--- config.mk ---
export PLATFORM = sky130hd
export DESIGN_NAME = vm16_soc
export DESIGN_NICKNAME = d
export VERILOG_FILES = /design/src/verilog/vm16_pkg.sv /design/src/verilog/vm16_alu.sv /design/src/verilog/vm16_bram.sv /design/src/verilog/vm16_control.sv /design/src/verilog/vm16_decoder.sv /design/src/verilog/vm16_gpio_apb.sv /design/src/verilog/vm16_mmu.sv /design/src/verilog/vm16_regfile.sv /design/src/verilog/vm16_soc.sv
export SDC_FILE = /design/constraint.sdc
export NUM_CORES = 2
export LEC_CHECK = 0
export BUFFER_PORTS_ARGS = -buffer_cell sky130_fd_sc_hd__buf_2
export CAP_MARGIN = 20
export CORE_ASPECT_RATIO = 1.25
export CORE_UTILIZATION = 51
export DETAILED_ROUTE_END_ITERATION = 8
export PLACE_DENSITY = 0.76
export SYNTH_ARGS = -nofsm -noshare
export SYNTH_HDL_FRONTEND = slang
export SYNTH_SLANG_ARGS = --single-unit
--- constraint.sdc ---
create_clock -name clk -period 9.5 [get_ports clk]
set_input_delay 1.9 -clock clk [delete_from_list [all_inputs] [get_ports clk]]
set_output_delay 1.9 -clock clk [all_outputs]
set_load 0.05 [all_outputs]
--- src/verilog/vm16_pkg.sv ---
// shared widths, opcode, function and ALU encodings
// plus the two-format instruction word
package vm16_pkg;

    localparam int DATA_WIDTH    = 16;
    localparam int REG_COUNT     = 8;
    localparam int REG_SEL_WIDTH = 3;

    // major opcode, top five bits of every instruction
    typedef enum logic [4:0] {
        OP_NOP     = 5'h00,
        OP_LW      = 5'h01,
        OP_SW      = 5'h02,
        OP_BIT     = 5'h03,
        OP_MOV     = 5'h04,
        OP_MOVI    = 5'h05,
        OP_ARITH_U = 5'h07
    } opcode_e;

    // low field of BIT and ARITH_U instructions
    typedef enum logic [4:0] {
        FN_OR    = 5'h00,
        FN_XOR   = 5'h01,
        FN_AND   = 5'h02,
        FN_NOT   = 5'h03,
        FN_LSHFT = 5'h04,
        FN_RSHFT = 5'h05,
        FN_USUB  = 5'h10,
        FN_UADD  = 5'h1f
    } func_e;

    typedef enum logic [4:0] {
        ALU_NOP   = 5'd0,
        ALU_LW    = 5'd1,
        ALU_SW    = 5'd2,
        ALU_MOV   = 5'd3,
        ALU_MOVI  = 5'd4,
        ALU_OR    = 5'd5,
        ALU_XOR   = 5'd6,
        ALU_AND   = 5'd7,
        ALU_NOT   = 5'd8,
        ALU_LSHFT = 5'd9,
        ALU_RSHFT = 5'd10,
        ALU_UADD  = 5'd11,
        ALU_USUB  = 5'd12
    } alu_op_e;

    // register form: opcode rd ra simm5/func
    typedef struct packed {
        opcode_e                  opcode;
        logic [REG_SEL_WIDTH-1:0] rd;
        logic [REG_SEL_WIDTH-1:0] ra;
        logic [4:0]               simm5;
    } instr_reg_t;

    // immediate form: opcode rd imm8
    typedef struct packed {
        opcode_e                  opcode;
        logic [REG_SEL_WIDTH-1:0] rd;
        logic [7:0]               imm8;
    } instr_imm_t;

    typedef union packed {
        instr_reg_t r;
        instr_imm_t i;
    } instr_t;

endpackage

--- src/verilog/vm16_alu.sv ---
// combinational ALU
`timescale 1ns/1ps

module vm16_alu import vm16_pkg::*; (
    input  alu_op_e               op,
    input  logic [DATA_WIDTH-1:0] a,
    input  logic [DATA_WIDTH-1:0] b,
    output logic [DATA_WIDTH-1:0] c
);

    always_comb begin
        case (op)
            // moves and memory ops forward the second operand
            ALU_LW,
            ALU_SW,
            ALU_MOV,
            ALU_MOVI:  c = b;
            ALU_OR:    c = a | b;
            ALU_XOR:   c = a ^ b;
            ALU_AND:   c = a & b;
            ALU_NOT:   c = ~b;
            ALU_LSHFT: c = a << b;
            ALU_RSHFT: c = a >> b;
            // unsigned, wraps at the word width
            ALU_UADD:  c = a + b;
            ALU_USUB:  c = a - b;
            default:   c = '0;
        endcase
    end

endmodule

--- src/verilog/vm16_bram.sv ---
// synchronous RAM, one write port and one registered read port
`timescale 1ns/1ps

module vm16_bram #(
    parameter int WIDTH = 16,
    parameter int DEPTH = 64
) (
    input  logic                     clk,
    input  logic                     we,
    input  logic [$clog2(DEPTH)-1:0] waddr,
    input  logic [WIDTH-1:0]         wdata,
    input  logic [$clog2(DEPTH)-1:0] raddr,
    output logic [WIDTH-1:0]         rdata
);
    logic [WIDTH-1:0] mem [DEPTH];

    // read returns the old word on a same-address write
    always_ff @(posedge clk) begin
        if (we) begin
            mem[waddr] <= wdata;
        end
        rdata <= mem[raddr];
    end

endmodule

--- src/verilog/vm16_control.sv ---
// instruction sequencer: program counter, FSM, operand latches, writeback
`timescale 1ns/1ps

module vm16_control import vm16_pkg::*; #(
    parameter int INSTR_DEPTH = 64
) (
    input  logic                     clk,
    input  logic                     reset,
    output logic [DATA_WIDTH-1:0]    pc,
    input  logic [DATA_WIDTH-1:0]    instr_word,
    input  logic [REG_SEL_WIDTH-1:0] rd,
    input  logic [REG_SEL_WIDTH-1:0] ra,
    input  logic [7:0]               imm8,
    input  logic [4:0]               simm5,
    input  logic                     has_imm8,
    input  logic                     has_we,
    input  logic                     has_mem,
    input  logic                     has_mem_we,
    output logic [REG_SEL_WIDTH-1:0] reg_rs,
    input  logic [DATA_WIDTH-1:0]    reg_rdata,
    output logic                     reg_we,
    output logic [DATA_WIDTH-1:0]    reg_wdata,
    output logic [DATA_WIDTH-1:0]    alu_a,
    output logic [DATA_WIDTH-1:0]    alu_b,
    input  logic [DATA_WIDTH-1:0]    alu_c,
    output logic                     req,
    input  logic                     busy,
    output logic [DATA_WIDTH-1:0]    mmu_addr,
    output logic [DATA_WIDTH-1:0]    mmu_wdata,
    output logic                     mmu_we,
    input  logic [DATA_WIDTH-1:0]    mmu_rdata,
    output instr_t                   instr
);
    localparam logic [2:0] S_FETCH   = 3'd0;
    localparam logic [2:0] S_READ_RD = 3'd1;
    localparam logic [2:0] S_READ_RA = 3'd2;
    localparam logic [2:0] S_MEM     = 3'd3;
    localparam logic [2:0] S_WB      = 3'd4;

    logic [2:0]            state;
    logic [DATA_WIDTH-1:0] rd_val;
    logic [DATA_WIDTH-1:0] ra_val;

    // one read port, rd then ra over two cycles
    assign reg_rs    = (state == S_READ_RA) ? ra : rd;
    assign alu_a     = rd_val;
    assign alu_b     = ra_val;
    // base from the ALU plus sign-extended offset
    assign mmu_addr  = alu_c + {{(DATA_WIDTH-5){simm5[4]}}, simm5};
    assign mmu_wdata = rd_val;
    assign mmu_we    = has_mem_we && (state == S_MEM);
    assign reg_we    = has_we && (state == S_WB);
    assign reg_wdata = has_mem ? mmu_rdata : alu_c;

    always_ff @(posedge clk) begin
        if (reset) begin
            state <= S_FETCH;
            pc    <= '0;
            instr <= '0;
            req   <= 1'b0;
        end else begin
            case (state)
                S_FETCH: begin
                    instr <= instr_word;
                    // stick at the last instruction word
                    if (pc < DATA_WIDTH'(INSTR_DEPTH - 1)) begin
                        pc <= pc + 1'b1;
                    end
                    state <= S_READ_RD;
                end
                S_READ_RD: begin
                    state <= S_READ_RA;
                end
                S_READ_RA: begin
                    if (has_mem) begin
                        state <= S_MEM;
                        req   <= 1'b1;
                    end else begin
                        state <= S_WB;
                    end
                end
                S_MEM: begin
                    req <= 1'b0;
                    // busy covers the req cycle itself
                    if (!busy) begin
                        state <= S_WB;
                    end
                end
                default: begin
                    state <= S_FETCH;
                end
            endcase
        end
    end

    // operand latches
    always_ff @(posedge clk) begin
        if (state == S_READ_RD) begin
            rd_val <= reg_rdata;
        end
        if (state == S_READ_RA) begin
            ra_val <= has_imm8 ? {{(DATA_WIDTH-8){1'b0}}, imm8} : reg_rdata;
        end
    end

    assert property (@(posedge clk) disable iff (reset) req |=> !req);

endmodule

--- src/verilog/vm16_decoder.sv ---
// instruction decoder: register selects, immediates, ALU op and flags
`timescale 1ns/1ps

module vm16_decoder import vm16_pkg::*; (
    input  instr_t                   instr,
    output logic [REG_SEL_WIDTH-1:0] rd,
    output logic [REG_SEL_WIDTH-1:0] ra,
    output logic [7:0]               imm8,
    output logic [4:0]               simm5,
    output alu_op_e                  alu_op,
    output logic                     has_imm8,
    output logic                     has_we,
    output logic                     has_mem,
    output logic                     has_mem_we
);
    // rd sits in the same place in both forms
    assign rd    = instr.i.rd;
    assign imm8  = instr.i.imm8;
    assign ra    = instr.r.ra;
    assign simm5 = instr.r.simm5;

    always_comb begin
        alu_op     = ALU_NOP;
        has_imm8   = 1'b0;
        has_we     = 1'b0;
        has_mem    = 1'b0;
        has_mem_we = 1'b0;
        case (instr.r.opcode)
            OP_LW: begin
                alu_op  = ALU_LW;
                has_we  = 1'b1;
                has_mem = 1'b1;
            end
            OP_SW: begin
                alu_op     = ALU_SW;
                has_mem    = 1'b1;
                has_mem_we = 1'b1;
            end
            OP_MOV: begin
                alu_op = ALU_MOV;
                has_we = 1'b1;
            end
            OP_MOVI: begin
                alu_op   = ALU_MOVI;
                has_we   = 1'b1;
                has_imm8 = 1'b1;
            end
            OP_BIT: begin
                has_we = 1'b1;
                case (instr.r.simm5)
                    FN_OR:    alu_op = ALU_OR;
                    FN_XOR:   alu_op = ALU_XOR;
                    FN_AND:   alu_op = ALU_AND;
                    FN_NOT:   alu_op = ALU_NOT;
                    FN_LSHFT: alu_op = ALU_LSHFT;
                    FN_RSHFT: alu_op = ALU_RSHFT;
                    // unknown function runs as NOP
                    default:  has_we = 1'b0;
                endcase
            end
            OP_ARITH_U: begin
                has_we = 1'b1;
                case (instr.r.simm5)
                    FN_UADD: alu_op = ALU_UADD;
                    FN_USUB: alu_op = ALU_USUB;
                    default: has_we = 1'b0;
                endcase
            end
            default: ;
        endcase
    end

endmodule

--- src/verilog/vm16_gpio_apb.sv ---
// APB slave with the GPIO output register
`timescale 1ns/1ps

module vm16_gpio_apb import vm16_pkg::*; #(
    parameter int GPIO_WIDTH = 8
) (
    input  logic                  clk,
    input  logic                  reset,
    input  logic                  pwrite,
    input  logic                  psel,
    input  logic                  penable,
    input  logic [DATA_WIDTH-1:0] pwdata,
    output logic [DATA_WIDTH-1:0] prdata,
    output logic                  pready,
    output logic [GPIO_WIDTH-1:0] gpio
);
    logic access;

    assign access = psel && penable;
    // always ready in the access phase
    assign pready = access;
    assign prdata = access ? {{(DATA_WIDTH-GPIO_WIDTH){1'b0}}, gpio} : '0;

    always_ff @(posedge clk) begin
        if (reset) begin
            gpio <= '0;
        end else if (access && pwrite) begin
            gpio <= pwdata[GPIO_WIDTH-1:0];
        end
    end

endmodule

--- src/verilog/vm16_mmu.sv ---
// memory unit: scratch RAM for low addresses, APB master for the rest
`timescale 1ns/1ps

module vm16_mmu import vm16_pkg::*; #(
    parameter int SCRATCH_DEPTH = 64
) (
    input  logic                  clk,
    input  logic                  reset,
    input  logic                  req,
    output logic                  busy,
    input  logic [DATA_WIDTH-1:0] mmu_addr,
    input  logic [DATA_WIDTH-1:0] mmu_wdata,
    input  logic                  mmu_we,
    output logic [DATA_WIDTH-1:0] mmu_rdata,
    output logic [DATA_WIDTH-1:0] paddr,
    output logic                  pwrite,
    output logic                  psel,
    output logic                  penable,
    output logic [DATA_WIDTH-1:0] pwdata,
    input  logic [DATA_WIDTH-1:0] prdata,
    input  logic                  pready
);
    localparam int SADDR_WIDTH = $clog2(SCRATCH_DEPTH);

    logic                  scratch_sel;
    logic                  apb_start;
    logic [DATA_WIDTH-1:0] scratch_rdata;
    logic [DATA_WIDTH-1:0] per_rdata;

    assign scratch_sel = mmu_addr < DATA_WIDTH'(SCRATCH_DEPTH);
    assign apb_start   = req && !scratch_sel && !psel;
    // psel marks an open transfer
    assign busy        = req || psel;
    assign mmu_rdata   = scratch_sel ? scratch_rdata : per_rdata;

    // idle -> setup (psel) -> access (penable) held until pready
    always_ff @(posedge clk) begin
        if (reset) begin
            psel    <= 1'b0;
            penable <= 1'b0;
            pwrite  <= 1'b0;
        end else if (apb_start) begin
            psel   <= 1'b1;
            pwrite <= mmu_we;
        end else if (penable && pready) begin
            psel    <= 1'b0;
            penable <= 1'b0;
            pwrite  <= 1'b0;
        end else if (psel) begin
            penable <= 1'b1;
        end
    end

    // request payload and captured read data
    always_ff @(posedge clk) begin
        if (apb_start) begin
            paddr  <= mmu_addr;
            pwdata <= mmu_wdata;
        end
        if (penable && pready) begin
            per_rdata <= prdata;
        end
    end

    vm16_bram #(
        .WIDTH (DATA_WIDTH),
        .DEPTH (SCRATCH_DEPTH)
    ) scratch_ram (
        .clk   (clk),
        .we    (mmu_we && scratch_sel),
        .waddr (mmu_addr[SADDR_WIDTH-1:0]),
        .wdata (mmu_wdata),
        .raddr (mmu_addr[SADDR_WIDTH-1:0]),
        .rdata (scratch_rdata)
    );

    assert property (@(posedge clk) disable iff (reset) penable |-> psel);
    // slave may stretch the access phase, the master has to wait it out
    assert property (@(posedge clk) disable iff (reset) psel && !pready |=> psel);

endmodule

--- src/verilog/vm16_regfile.sv ---
// eight-entry register file, async read and sync write
`timescale 1ns/1ps

module vm16_regfile import vm16_pkg::*; (
    input  logic                     clk,
    input  logic                     reset,
    input  logic [REG_SEL_WIDTH-1:0] rs,
    output logic [DATA_WIDTH-1:0]    rdata,
    input  logic                     we,
    input  logic [REG_SEL_WIDTH-1:0] ws,
    input  logic [DATA_WIDTH-1:0]    wdata
);
    logic [DATA_WIDTH-1:0] regs [REG_COUNT];

    // each register comes out of reset holding its own index
    always_ff @(posedge clk) begin
        if (reset) begin
            for (int i = 0; i < REG_COUNT; i++) begin
                regs[i] <= DATA_WIDTH'(i);
            end
        end else if (we) begin
            regs[ws] <= wdata;
        end
    end

    assign rdata = regs[rs];

    // writeback only happens once reset has been released
    assert property (@(posedge clk) we |-> !reset);

endmodule

--- src/verilog/vm16_soc.sv ---
// top level: core, instruction memory, memory unit and GPIO slave
`timescale 1ns/1ps

module vm16_soc import vm16_pkg::*; #(
    parameter int INSTR_DEPTH   = 64,
    parameter int SCRATCH_DEPTH = 64,
    parameter int GPIO_WIDTH    = 8
) (
    input  logic                           clk,
    input  logic                           reset,
    input  logic                           load_we,
    input  logic [$clog2(INSTR_DEPTH)-1:0] load_addr,
    input  logic [DATA_WIDTH-1:0]          load_data,
    output logic [GPIO_WIDTH-1:0]          gpio,
    output logic [DATA_WIDTH-1:0]          pc
);
    localparam int IADDR_WIDTH = $clog2(INSTR_DEPTH);

    logic [DATA_WIDTH-1:0]    instr_word;
    instr_t                   instr;
    logic [REG_SEL_WIDTH-1:0] rd;
    logic [REG_SEL_WIDTH-1:0] ra;
    logic [7:0]               imm8;
    logic [4:0]               simm5;
    alu_op_e                  alu_op;
    logic                     has_imm8;
    logic                     has_we;
    logic                     has_mem;
    logic                     has_mem_we;
    logic [REG_SEL_WIDTH-1:0] reg_rs;
    logic [DATA_WIDTH-1:0]    reg_rdata;
    logic                     reg_we;
    logic [DATA_WIDTH-1:0]    reg_wdata;
    logic [DATA_WIDTH-1:0]    alu_a;
    logic [DATA_WIDTH-1:0]    alu_b;
    logic [DATA_WIDTH-1:0]    alu_c;
    logic                     req;
    logic                     busy;
    logic [DATA_WIDTH-1:0]    mmu_addr;
    logic [DATA_WIDTH-1:0]    mmu_wdata;
    logic                     mmu_we;
    logic [DATA_WIDTH-1:0]    mmu_rdata;
    logic                     pwrite;
    logic                     psel;
    logic                     penable;
    logic [DATA_WIDTH-1:0]    pwdata;
    logic [DATA_WIDTH-1:0]    prdata;
    logic                     pready;

    // program is written through the load port while reset is held
    vm16_bram #(
        .WIDTH (DATA_WIDTH),
        .DEPTH (INSTR_DEPTH)
    ) imem (
        .clk   (clk),
        .we    (load_we),
        .waddr (load_addr),
        .wdata (load_data),
        .raddr (pc[IADDR_WIDTH-1:0]),
        .rdata (instr_word)
    );

    vm16_control #(
        .INSTR_DEPTH (INSTR_DEPTH)
    ) ctrl (
        .clk        (clk),
        .reset      (reset),
        .pc         (pc),
        .instr_word (instr_word),
        .rd         (rd),
        .ra         (ra),
        .imm8       (imm8),
        .simm5      (simm5),
        .has_imm8   (has_imm8),
        .has_we     (has_we),
        .has_mem    (has_mem),
        .has_mem_we (has_mem_we),
        .reg_rs     (reg_rs),
        .reg_rdata  (reg_rdata),
        .reg_we     (reg_we),
        .reg_wdata  (reg_wdata),
        .alu_a      (alu_a),
        .alu_b      (alu_b),
        .alu_c      (alu_c),
        .req        (req),
        .busy       (busy),
        .mmu_addr   (mmu_addr),
        .mmu_wdata  (mmu_wdata),
        .mmu_we     (mmu_we),
        .mmu_rdata  (mmu_rdata),
        .instr      (instr)
    );

    vm16_decoder dec (
        .instr      (instr),
        .rd         (rd),
        .ra         (ra),
        .imm8       (imm8),
        .simm5      (simm5),
        .alu_op     (alu_op),
        .has_imm8   (has_imm8),
        .has_we     (has_we),
        .has_mem    (has_mem),
        .has_mem_we (has_mem_we)
    );

    // writeback always targets rd
    vm16_regfile regs (
        .clk   (clk),
        .reset (reset),
        .rs    (reg_rs),
        .rdata (reg_rdata),
        .we    (reg_we),
        .ws    (rd),
        .wdata (reg_wdata)
    );

    vm16_alu alu (
        .op (alu_op),
        .a  (alu_a),
        .b  (alu_b),
        .c  (alu_c)
    );

    // single slave on the bus, nothing decodes paddr
    vm16_mmu #(
        .SCRATCH_DEPTH (SCRATCH_DEPTH)
    ) mmu (
        .clk       (clk),
        .reset     (reset),
        .req       (req),
        .busy      (busy),
        .mmu_addr  (mmu_addr),
        .mmu_wdata (mmu_wdata),
        .mmu_we    (mmu_we),
        .mmu_rdata (mmu_rdata),
        .paddr     (),
        .pwrite    (pwrite),
        .psel      (psel),
        .penable   (penable),
        .pwdata    (pwdata),
        .prdata    (prdata),
        .pready    (pready)
    );

    vm16_gpio_apb #(
        .GPIO_WIDTH (GPIO_WIDTH)
    ) gpio0 (
        .clk     (clk),
        .reset   (reset),
        .pwrite  (pwrite),
        .psel    (psel),
        .penable (penable),
        .pwdata  (pwdata),
        .prdata  (prdata),
        .pready  (pready),
        .gpio    (gpio)
    );

endmodule
# Yosys cells after proc, flatten, opt, wreduce, memory -nomap -nowiden
# Memory sizes are Yosys's and may differ from the RTL's. A register that Yosys moved wholly into a read port is not among the register bits.
# Index checks and enable logic that the tools add are counted.
[op_classes]
n_eq_ne = 31
n_bitwise = 5
n_mux = 36
n_reduce_logical = 25
addsub = 4
n_lt_le_gt_ge = 2
shifts = 2
[ops]
columns = ["cell", "count"]
rows = [
  ["16-bit case mux with 9 select lines", 1],
  ["16-bit 2-to-1 mux", 3],
  ["5-bit by 3-bit == test with 1-bit output, second input constant", 9],
  ["16-bit adder", 2],
  ["5-bit by 2-bit == test with 1-bit output, second input constant", 6],
  ["5-bit case mux with 6 select lines", 1],
  ["5-bit by 4-bit == test with 1-bit output, second input constant", 5],
  ["4-bit case mux with 6 select lines", 1],
  ["1-bit 2-to-1 mux", 21],
  ["16-bit by 1-bit adder with 16-bit output, second input constant", 1],
  ["16-bit bitwise AND", 1],
  ["16-bit by 6-bit < comparator with 1-bit output, second input constant", 1],
  ["16-bit by 7-bit < comparator with 1-bit output, second input constant", 1],
  ["16-bit NOT", 1],
  ["16-bit bitwise OR", 1],
  ["16-bit OR reduction", 1],
  ["16-bit by 16-bit << shifter with 16-bit output", 1],
  ["16-bit by 16-bit right shift with 16-bit output", 1],
  ["16-bit subtractor", 1],
  ["16-bit bitwise XOR", 1],
  ["5-bit by 1-bit == test with 1-bit output, second input constant", 3],
  ["3-bit 2-to-1 mux", 4],
  ["3-bit case mux with 4 select lines", 1],
  ["5-bit == test, second input constant", 2],
  ["other kinds (21)", 35],
]
[word_totals]
ramBits = 2176
regBits = 103
in_bits = 25
memories = 3
[mem_list]
columns = ["name", "depth", "word_bits", "rd", "rd_ports_with_merged_regs", "wr", "line_no", "source"]
rows = [
  ["imem.mem", 64, 16, 1, 1, 1, "vm16_bram.sv:15", "logic [WIDTH-1:0] mem [DEPTH];"],
  ["mmu.scratch_ram.mem", 64, 16, 1, 1, 1, "vm16_bram.sv:15", ""],
  ["regs.regs", 8, 16, 1, 0, 8, "vm16_regfile.sv:13", "logic [DATA_WIDTH-1:0] regs [REG_COUNT];"],
]

# Longest topological paths before layout
[depth]
depth_word = 13
depth_mapped = 29
ltp_nobuf = 24

# By module
# Synthesis repeated with hierarchy kept, for this count alone.
[unflattened]
hier_cells = 5082
hier_area_um2 = 95866.9
[by_module_without_submodules]
columns = ["module", "n_inst", "cells_per_inst", "area_per_inst_um2"]
rows = [
  ["vm16_bram", 2, 1829, 40042.2],
  ["vm16_regfile", 1, 372, 5881.9],
  ["vm16_control", 1, 349, 3590.9],
  ["vm16_alu", 1, 507, 3585.9],
  ["vm16_mmu", 1, 86, 1860.5],
  ["vm16_gpio_apb", 1, 53, 493.0],
  ["vm16_decoder", 1, 57, 370.4],
]

# Least setup slack after synthesis
# OpenSTA, ideal clock, no wires.
[synth_timing]
path_kind = "register to register"
from = "register ctrl.ra_val[0] (netlist: ctrl.alu_b[0])"
to = "memory mmu.scratch_ram.mem[27][0], enable pin"
path_slack_ns = 1.969
path_stages_with_launch = 29
arrival_time_ns = 7.142
path_cell_list = "edfxtp_1 buf_4 buf_1 clkbuf_1 inv_1 ha_1 a21oi_1 ha_1 nor2b_1 o31ai_1 a31oi_1 o21a_1 nor3_1 nor3_1 nor4_1 inv_1 ha_1 clkbuf_1 a21oi_1 o221ai_1 mux2i_1 o221ai_1 nor4b_1 or4b_1 buf_6 nand2_8 buf_4 nand2_1 nor2_1"
[synth_via]
elab_chain_cells = 7
word_cells_on_any_way = 14
cone_classes = "add/sub (3); order compare (1); shift (2); mux (3); bitwise (4); reduce/logical (1)"
[synth_lines]
columns = ["item", "line_no", "source"]
rows = [
  ["start: declaration", "vm16_control.sv:42", "logic [DATA_WIDTH-1:0] ra_val;"],
  ["start signal: assignment", "vm16_control.sv:102", "ra_val <= has_imm8 ? {{(DATA_WIDTH-8){1'b0}}, imm8} : reg_rdata;"],
  ["16-bit subtractor (tied with other cells)", "vm16_alu.sv:26", "ALU_USUB: c = a - b;"],
  ["16-bit case mux with 9 select lines *", "vm16_alu.sv:12", "case (op)"],
  ["16-bit adder *", "vm16_control.sv:49", "assign mmu_addr = alu_c + {{(DATA_WIDTH-5){simm5[4]}}, simm5};"],
  ["16-bit by 7-bit < comparator with 1-bit output", "vm16_mmu.sv:30", "assign scratch_sel = mmu_addr < DATA_WIDTH'(SCRATCH_DEPTH);"],
  ["1-bit logical AND", "vm16_mmu.sv:70", ".we (mmu_we && scratch_sel),"],
  ["1-bit 2-to-1 mux", "vm16_bram.sv:19", "if (we) begin"],
  ["1-bit 2-to-1 mux (not written as such)", "vm16_bram.sv:20", "mem[waddr] <= wdata;"],
  ["end: declaration", "vm16_bram.sv:15", ""],
]
# Mark *: on every way between the ends. The rest lies on a longest branch, timed or not.

# Worst setup path in the final report
[layout_timing]
from = "register ctrl.instr[1] in the netlist's numbering"
to = "memory mmu.scratch_ram.mem[23][12], enable pin"
[layout_via]
elab_chain_cells = 11
word_cells_on_any_way = 30
cone_classes = "add/sub (1); order compare (1); eq/ne (19); mux (6); reduce/logical (3)"
[layout_lines]
columns = ["item", "line_no", "source"]
rows = [
  ["start: declaration", "vm16_control.sv:32", "output instr_t instr"],
  ["start signal: assignment", "vm16_control.sv:64", "instr <= instr_word;"],
  ["5-bit by 3-bit == test with 1-bit output (tied with other cells)", "vm16_decoder.sv:50", "case (instr.r.simm5)"],
  ["4-bit case mux with 6 select lines or 4-bit case mux with 2 select lines (tied branches)", "vm16_decoder.sv:50, vm16_decoder.sv:63", ""],
  ["5-bit case mux with 6 select lines", "vm16_decoder.sv:28", "case (instr.r.opcode)"],
  ["5-bit by 1-bit == test with 1-bit output (tied with other cells)", "vm16_alu.sv:12", ""],
  ["4-bit OR reduction", "vm16_alu.sv:12", ""],
  ["16-bit case mux with 9 select lines", "vm16_alu.sv:12", ""],
  ["16-bit adder *", "vm16_control.sv:49", ""],
  ["16-bit by 7-bit < comparator with 1-bit output", "vm16_mmu.sv:30", ""],
  ["1-bit logical AND", "vm16_mmu.sv:70", ""],
  ["1-bit 2-to-1 mux", "vm16_bram.sv:19", ""],
  ["1-bit 2-to-1 mux (not written as such)", "vm16_bram.sv:20", ""],
]
# Marks and branches as above.

==> qor.yml <==
outcome:
  status: "finished clean"
logic_synthesis:
  synth-seq-cells: 2303
  syn_inst: 4881
  ys_types: 87
  yosys-top-cells-count: "2224 x edfxtp_1, 504 x a22oi_1, 383 x mux4_2, 323 x nor2_1, 213 x clkbuf_1"
  synthFlopType: "edfxtp_1"
  synthTopCellsByArea: "edfxtp_1 74%, mux4_2 9.5%, a22oi_1 4.2%, dfxtp_1 1.7%, nor2_1 1.3%"
  syn_area_per_cell_sq_um: 18.6
  synth_most_common_cell: "edfxtp_1"
  synth_top_cell_area_share: 0.737
  synth_edf_count: 2224
  netlist_area_sq_mm: 0.0906
  synthArstFlopShare: 0
  yosysTopAreaCell: "edfxtp_1"
  synth_nets: 4972
  synth-warning-count: 0
  synth_seq_area_share: 0.754
critical_path:
  startpoint_type: "flip-flop"
  ff2ff_path_depth: 23
  path_max_fanout: 18
  criticalPathCategory: "flip-flop to flip-flop"
  ff2ff_setup_slack_ns: 0.97
  worstPathRequired_ns: 10.03
  r2r-end: "mmu.scratch_ram.mem[23][12]"
  critPathCaptureType: "flip-flop"
  r2r-start: "ctrl.instr[1]"
  arrival_ns: 9.05
placement:
  dp_cells: 7231
  dp_worst_setup_slack_ns: 1.18
  gp_congestion: 0.973
  postPlaceCellArea_sq_mm: 0.0947
  port_buffers: 48
  dp_hpwl_mm: 146
final_layout:
  nets: 5194
  finalInstanceArea_sq_mm: 0.102
  drive_gt1_frac: 0.203
  utilization: 0.578
  area_growth_pct: 12.3
  instances_no_fill: 7630
drt:
  wirelength_mm: 245
  routedWlPerCell_microns: 32.1
  dr.pass1.iters: 8
  vias: 50100
  detailedRoute.firstIterationViolations: 7166
  antenna_left: 0
  route.detailed.drc: 0
  vias_per_cell: 6.56
timing:
  rsz0062_at_grt: "no"
  worst_pin_slew_ns: 1.15
  finalSetupTns_ns: 0
  period_share: 0.898
  hold_slack_ns: 0.439
  post-route-min-period_ns: 8.53
  slew_headroom: 0.231
  worst_slack_ns: 0.973
  slew_viol_final: 0
  setup_viol: 0
  hold_viol_final: 0
  fmaxAchievable_ghz: 0.117
  finClkSkew_ns: 0.0880
clock_network:
  clock_latency_ns: 0.87
  clockBufferDepth: 3
  cts_resized: 0
  root_buffer: "clkbuf_16"
  clock-sinks: 2303
  h-tree-depth: 4
  cts_tree: "built"
  path_clk_slew_ns: 0.06
  cts_hold_buf: 0
  cts_inserted_buffers: 204
  post_cts_buffers: 0
grt:
  grt_usage: 0.273
  grt_max_degree: 169
  grt-ovfl-total: 0
  antenna_found_initial: 12
  grt_pass1_vias: 49500
  grt_first_pass_wirelength_mm: 350
flow_run:
  drv_cap: 0
pwr:
  ir_drop_v: 0.000241
  power.density_mw_per_mm2: 296
  p_total_mw: 30.2
  leakage_nw: 32.0
floorplan:
  die_x_microns: 379
  die_area_sq_mm: 0.179
  io_pins: 49
  core_sq_mm: 0.176
  start_util: 0.515
  die_y_microns: 473
  num_rows: 172
hold_path:
  min_to: "ctrl.instr[0]"
  hold_class: "flip-flop to flip-flop"
  holdCritStartpoint: "imem.rdata[0]"
  holdPathStages: 2
==> cells in the final DEF, fill, tap and decap left out, drive strengths merged, types with 47 or more instances in the layout <==
cell and n:
buf 306, inv 55, a21oi 66, clkbuf 262, ha 64, dfxtp 79, nand4 150, a22oi 507
nor2 323, mux4 383, o21ai 47, nand2 125, edfxtp 2224, clkinv 90
==> per-layer routing <==
metal / share of wire / vias up / track usage / wire length [microns]
met5: 0.00026 / - / 0 / 64
met4: 0.062 / 10 / 0.145 / 15200
met3: 0.10 / 673 / 0.0532 / 24500
met2: 0.49 / 3325 / 0.448 / 121000
met1: 0.34 / 25400 / 0.344 / 84100
li1: - / 20600 / - / -
==> final cells by class <==
| cell class | count | area (sq um) |
|---|---|---|
| tap | 2349 | 2940 |
| fill | 12700 | 74300 |
| clock inverter | 119 | 1220 |
| clock buffer | 262 | 5520 |
| antenna | 3 | 7.51 |
| inverter | 48 | 180 |
| multi-input combinational | 2240 | 21100 |
| sequential | 2303 | 68400 |
| timing repair buffer | 306 | 2460 |
==> flip-flops by register name, summed over array words and instances, names as in the netlist <==
register,count
gpio0.gpio,8
mmu.scratch_ram.mem,1024
regs.regs,128
mmu.pwrite,1
mmu.pwdata,8
ctrl.pc,16
imem.rdata,16
mmu.psel,1
ctrl.req,1
ctrl.alu_b,16
mmu.per_rdata,8
ctrl.state,3
mmu.penable,1
mmu.scratch_ram.rdata,16
ctrl.instr,16
imem.mem,1024
ctrl.alu_a,16
==> critical path: stages (launching register included) <==
cell and delay, ns:
dfxtp_1 0.48, or4_1 0.61, nor4_1 0.35, nor2_1 0.12, xnor2_1 0.15, ha_1 0.24, o31ai_1 0.61, a31oi_1 0.29
o21a_1 0.25, nor3_1 0.13, nor3_1 0.10, nor4_1 0.48, inv_1 0.09, ha_1 0.50, a21oi_1 0.18, o221ai_1 0.32
mux2i_1 0.22, o221ai_1 0.13, nor4b_1 0.71, or4b_1 0.71, nand2_8 0.32, nand2_1 0.25, nor2_1 0.62, buf_4 0.30
==> power by group <==
group          leakage [nW]  internal, mW  switching (mW)  total [mW]
Sequential             20.8          11.7           0.268        11.9
Clock                  3.28          4.59            3.71        8.30
Combinational          7.86          3.15            6.79        9.94
==> worst max path at each step <==
stage                     depth (start not counted)           from                     endpoint
final                                            23  ctrl.instr[1]  mmu.scratch_ram.mem[23][12]
after global routing                             23  ctrl.instr[1]  mmu.scratch_ram.mem[63][11]
after CTS                                        24  ctrl.instr[1]  mmu.scratch_ram.mem[63][11]
after detailed placement                         24  ctrl.instr[1]   mmu.scratch_ram.mem[62][3]
after global placement                           23  ctrl.instr[1]   mmu.scratch_ram.mem[62][3]
after floorplan                                  28  ctrl.alu_b[0]   mmu.scratch_ram.mem[27][0]
==> cells by family (layout without fill, tap and decap cells) <==
logic type | count (synthesis) | in the layout | synth area share
adders and majority gates | 66 | 66 | 0.00928
other | 0 | 3 | 0
buffers and inverters | 338 | 735 | 0.0146
xor gates and xnor gates | 44 | 44 | 0.00425
muxes | 437 | 437 | 0.102
DFF | 2303 | 2303 | 0.754
AOI/OAI and AO/OA | 838 | 838 | 0.0688
and+or+nand+nor | 855 | 855 | 0.0471
Note: power is estimated with default switching activity, not from simulation.
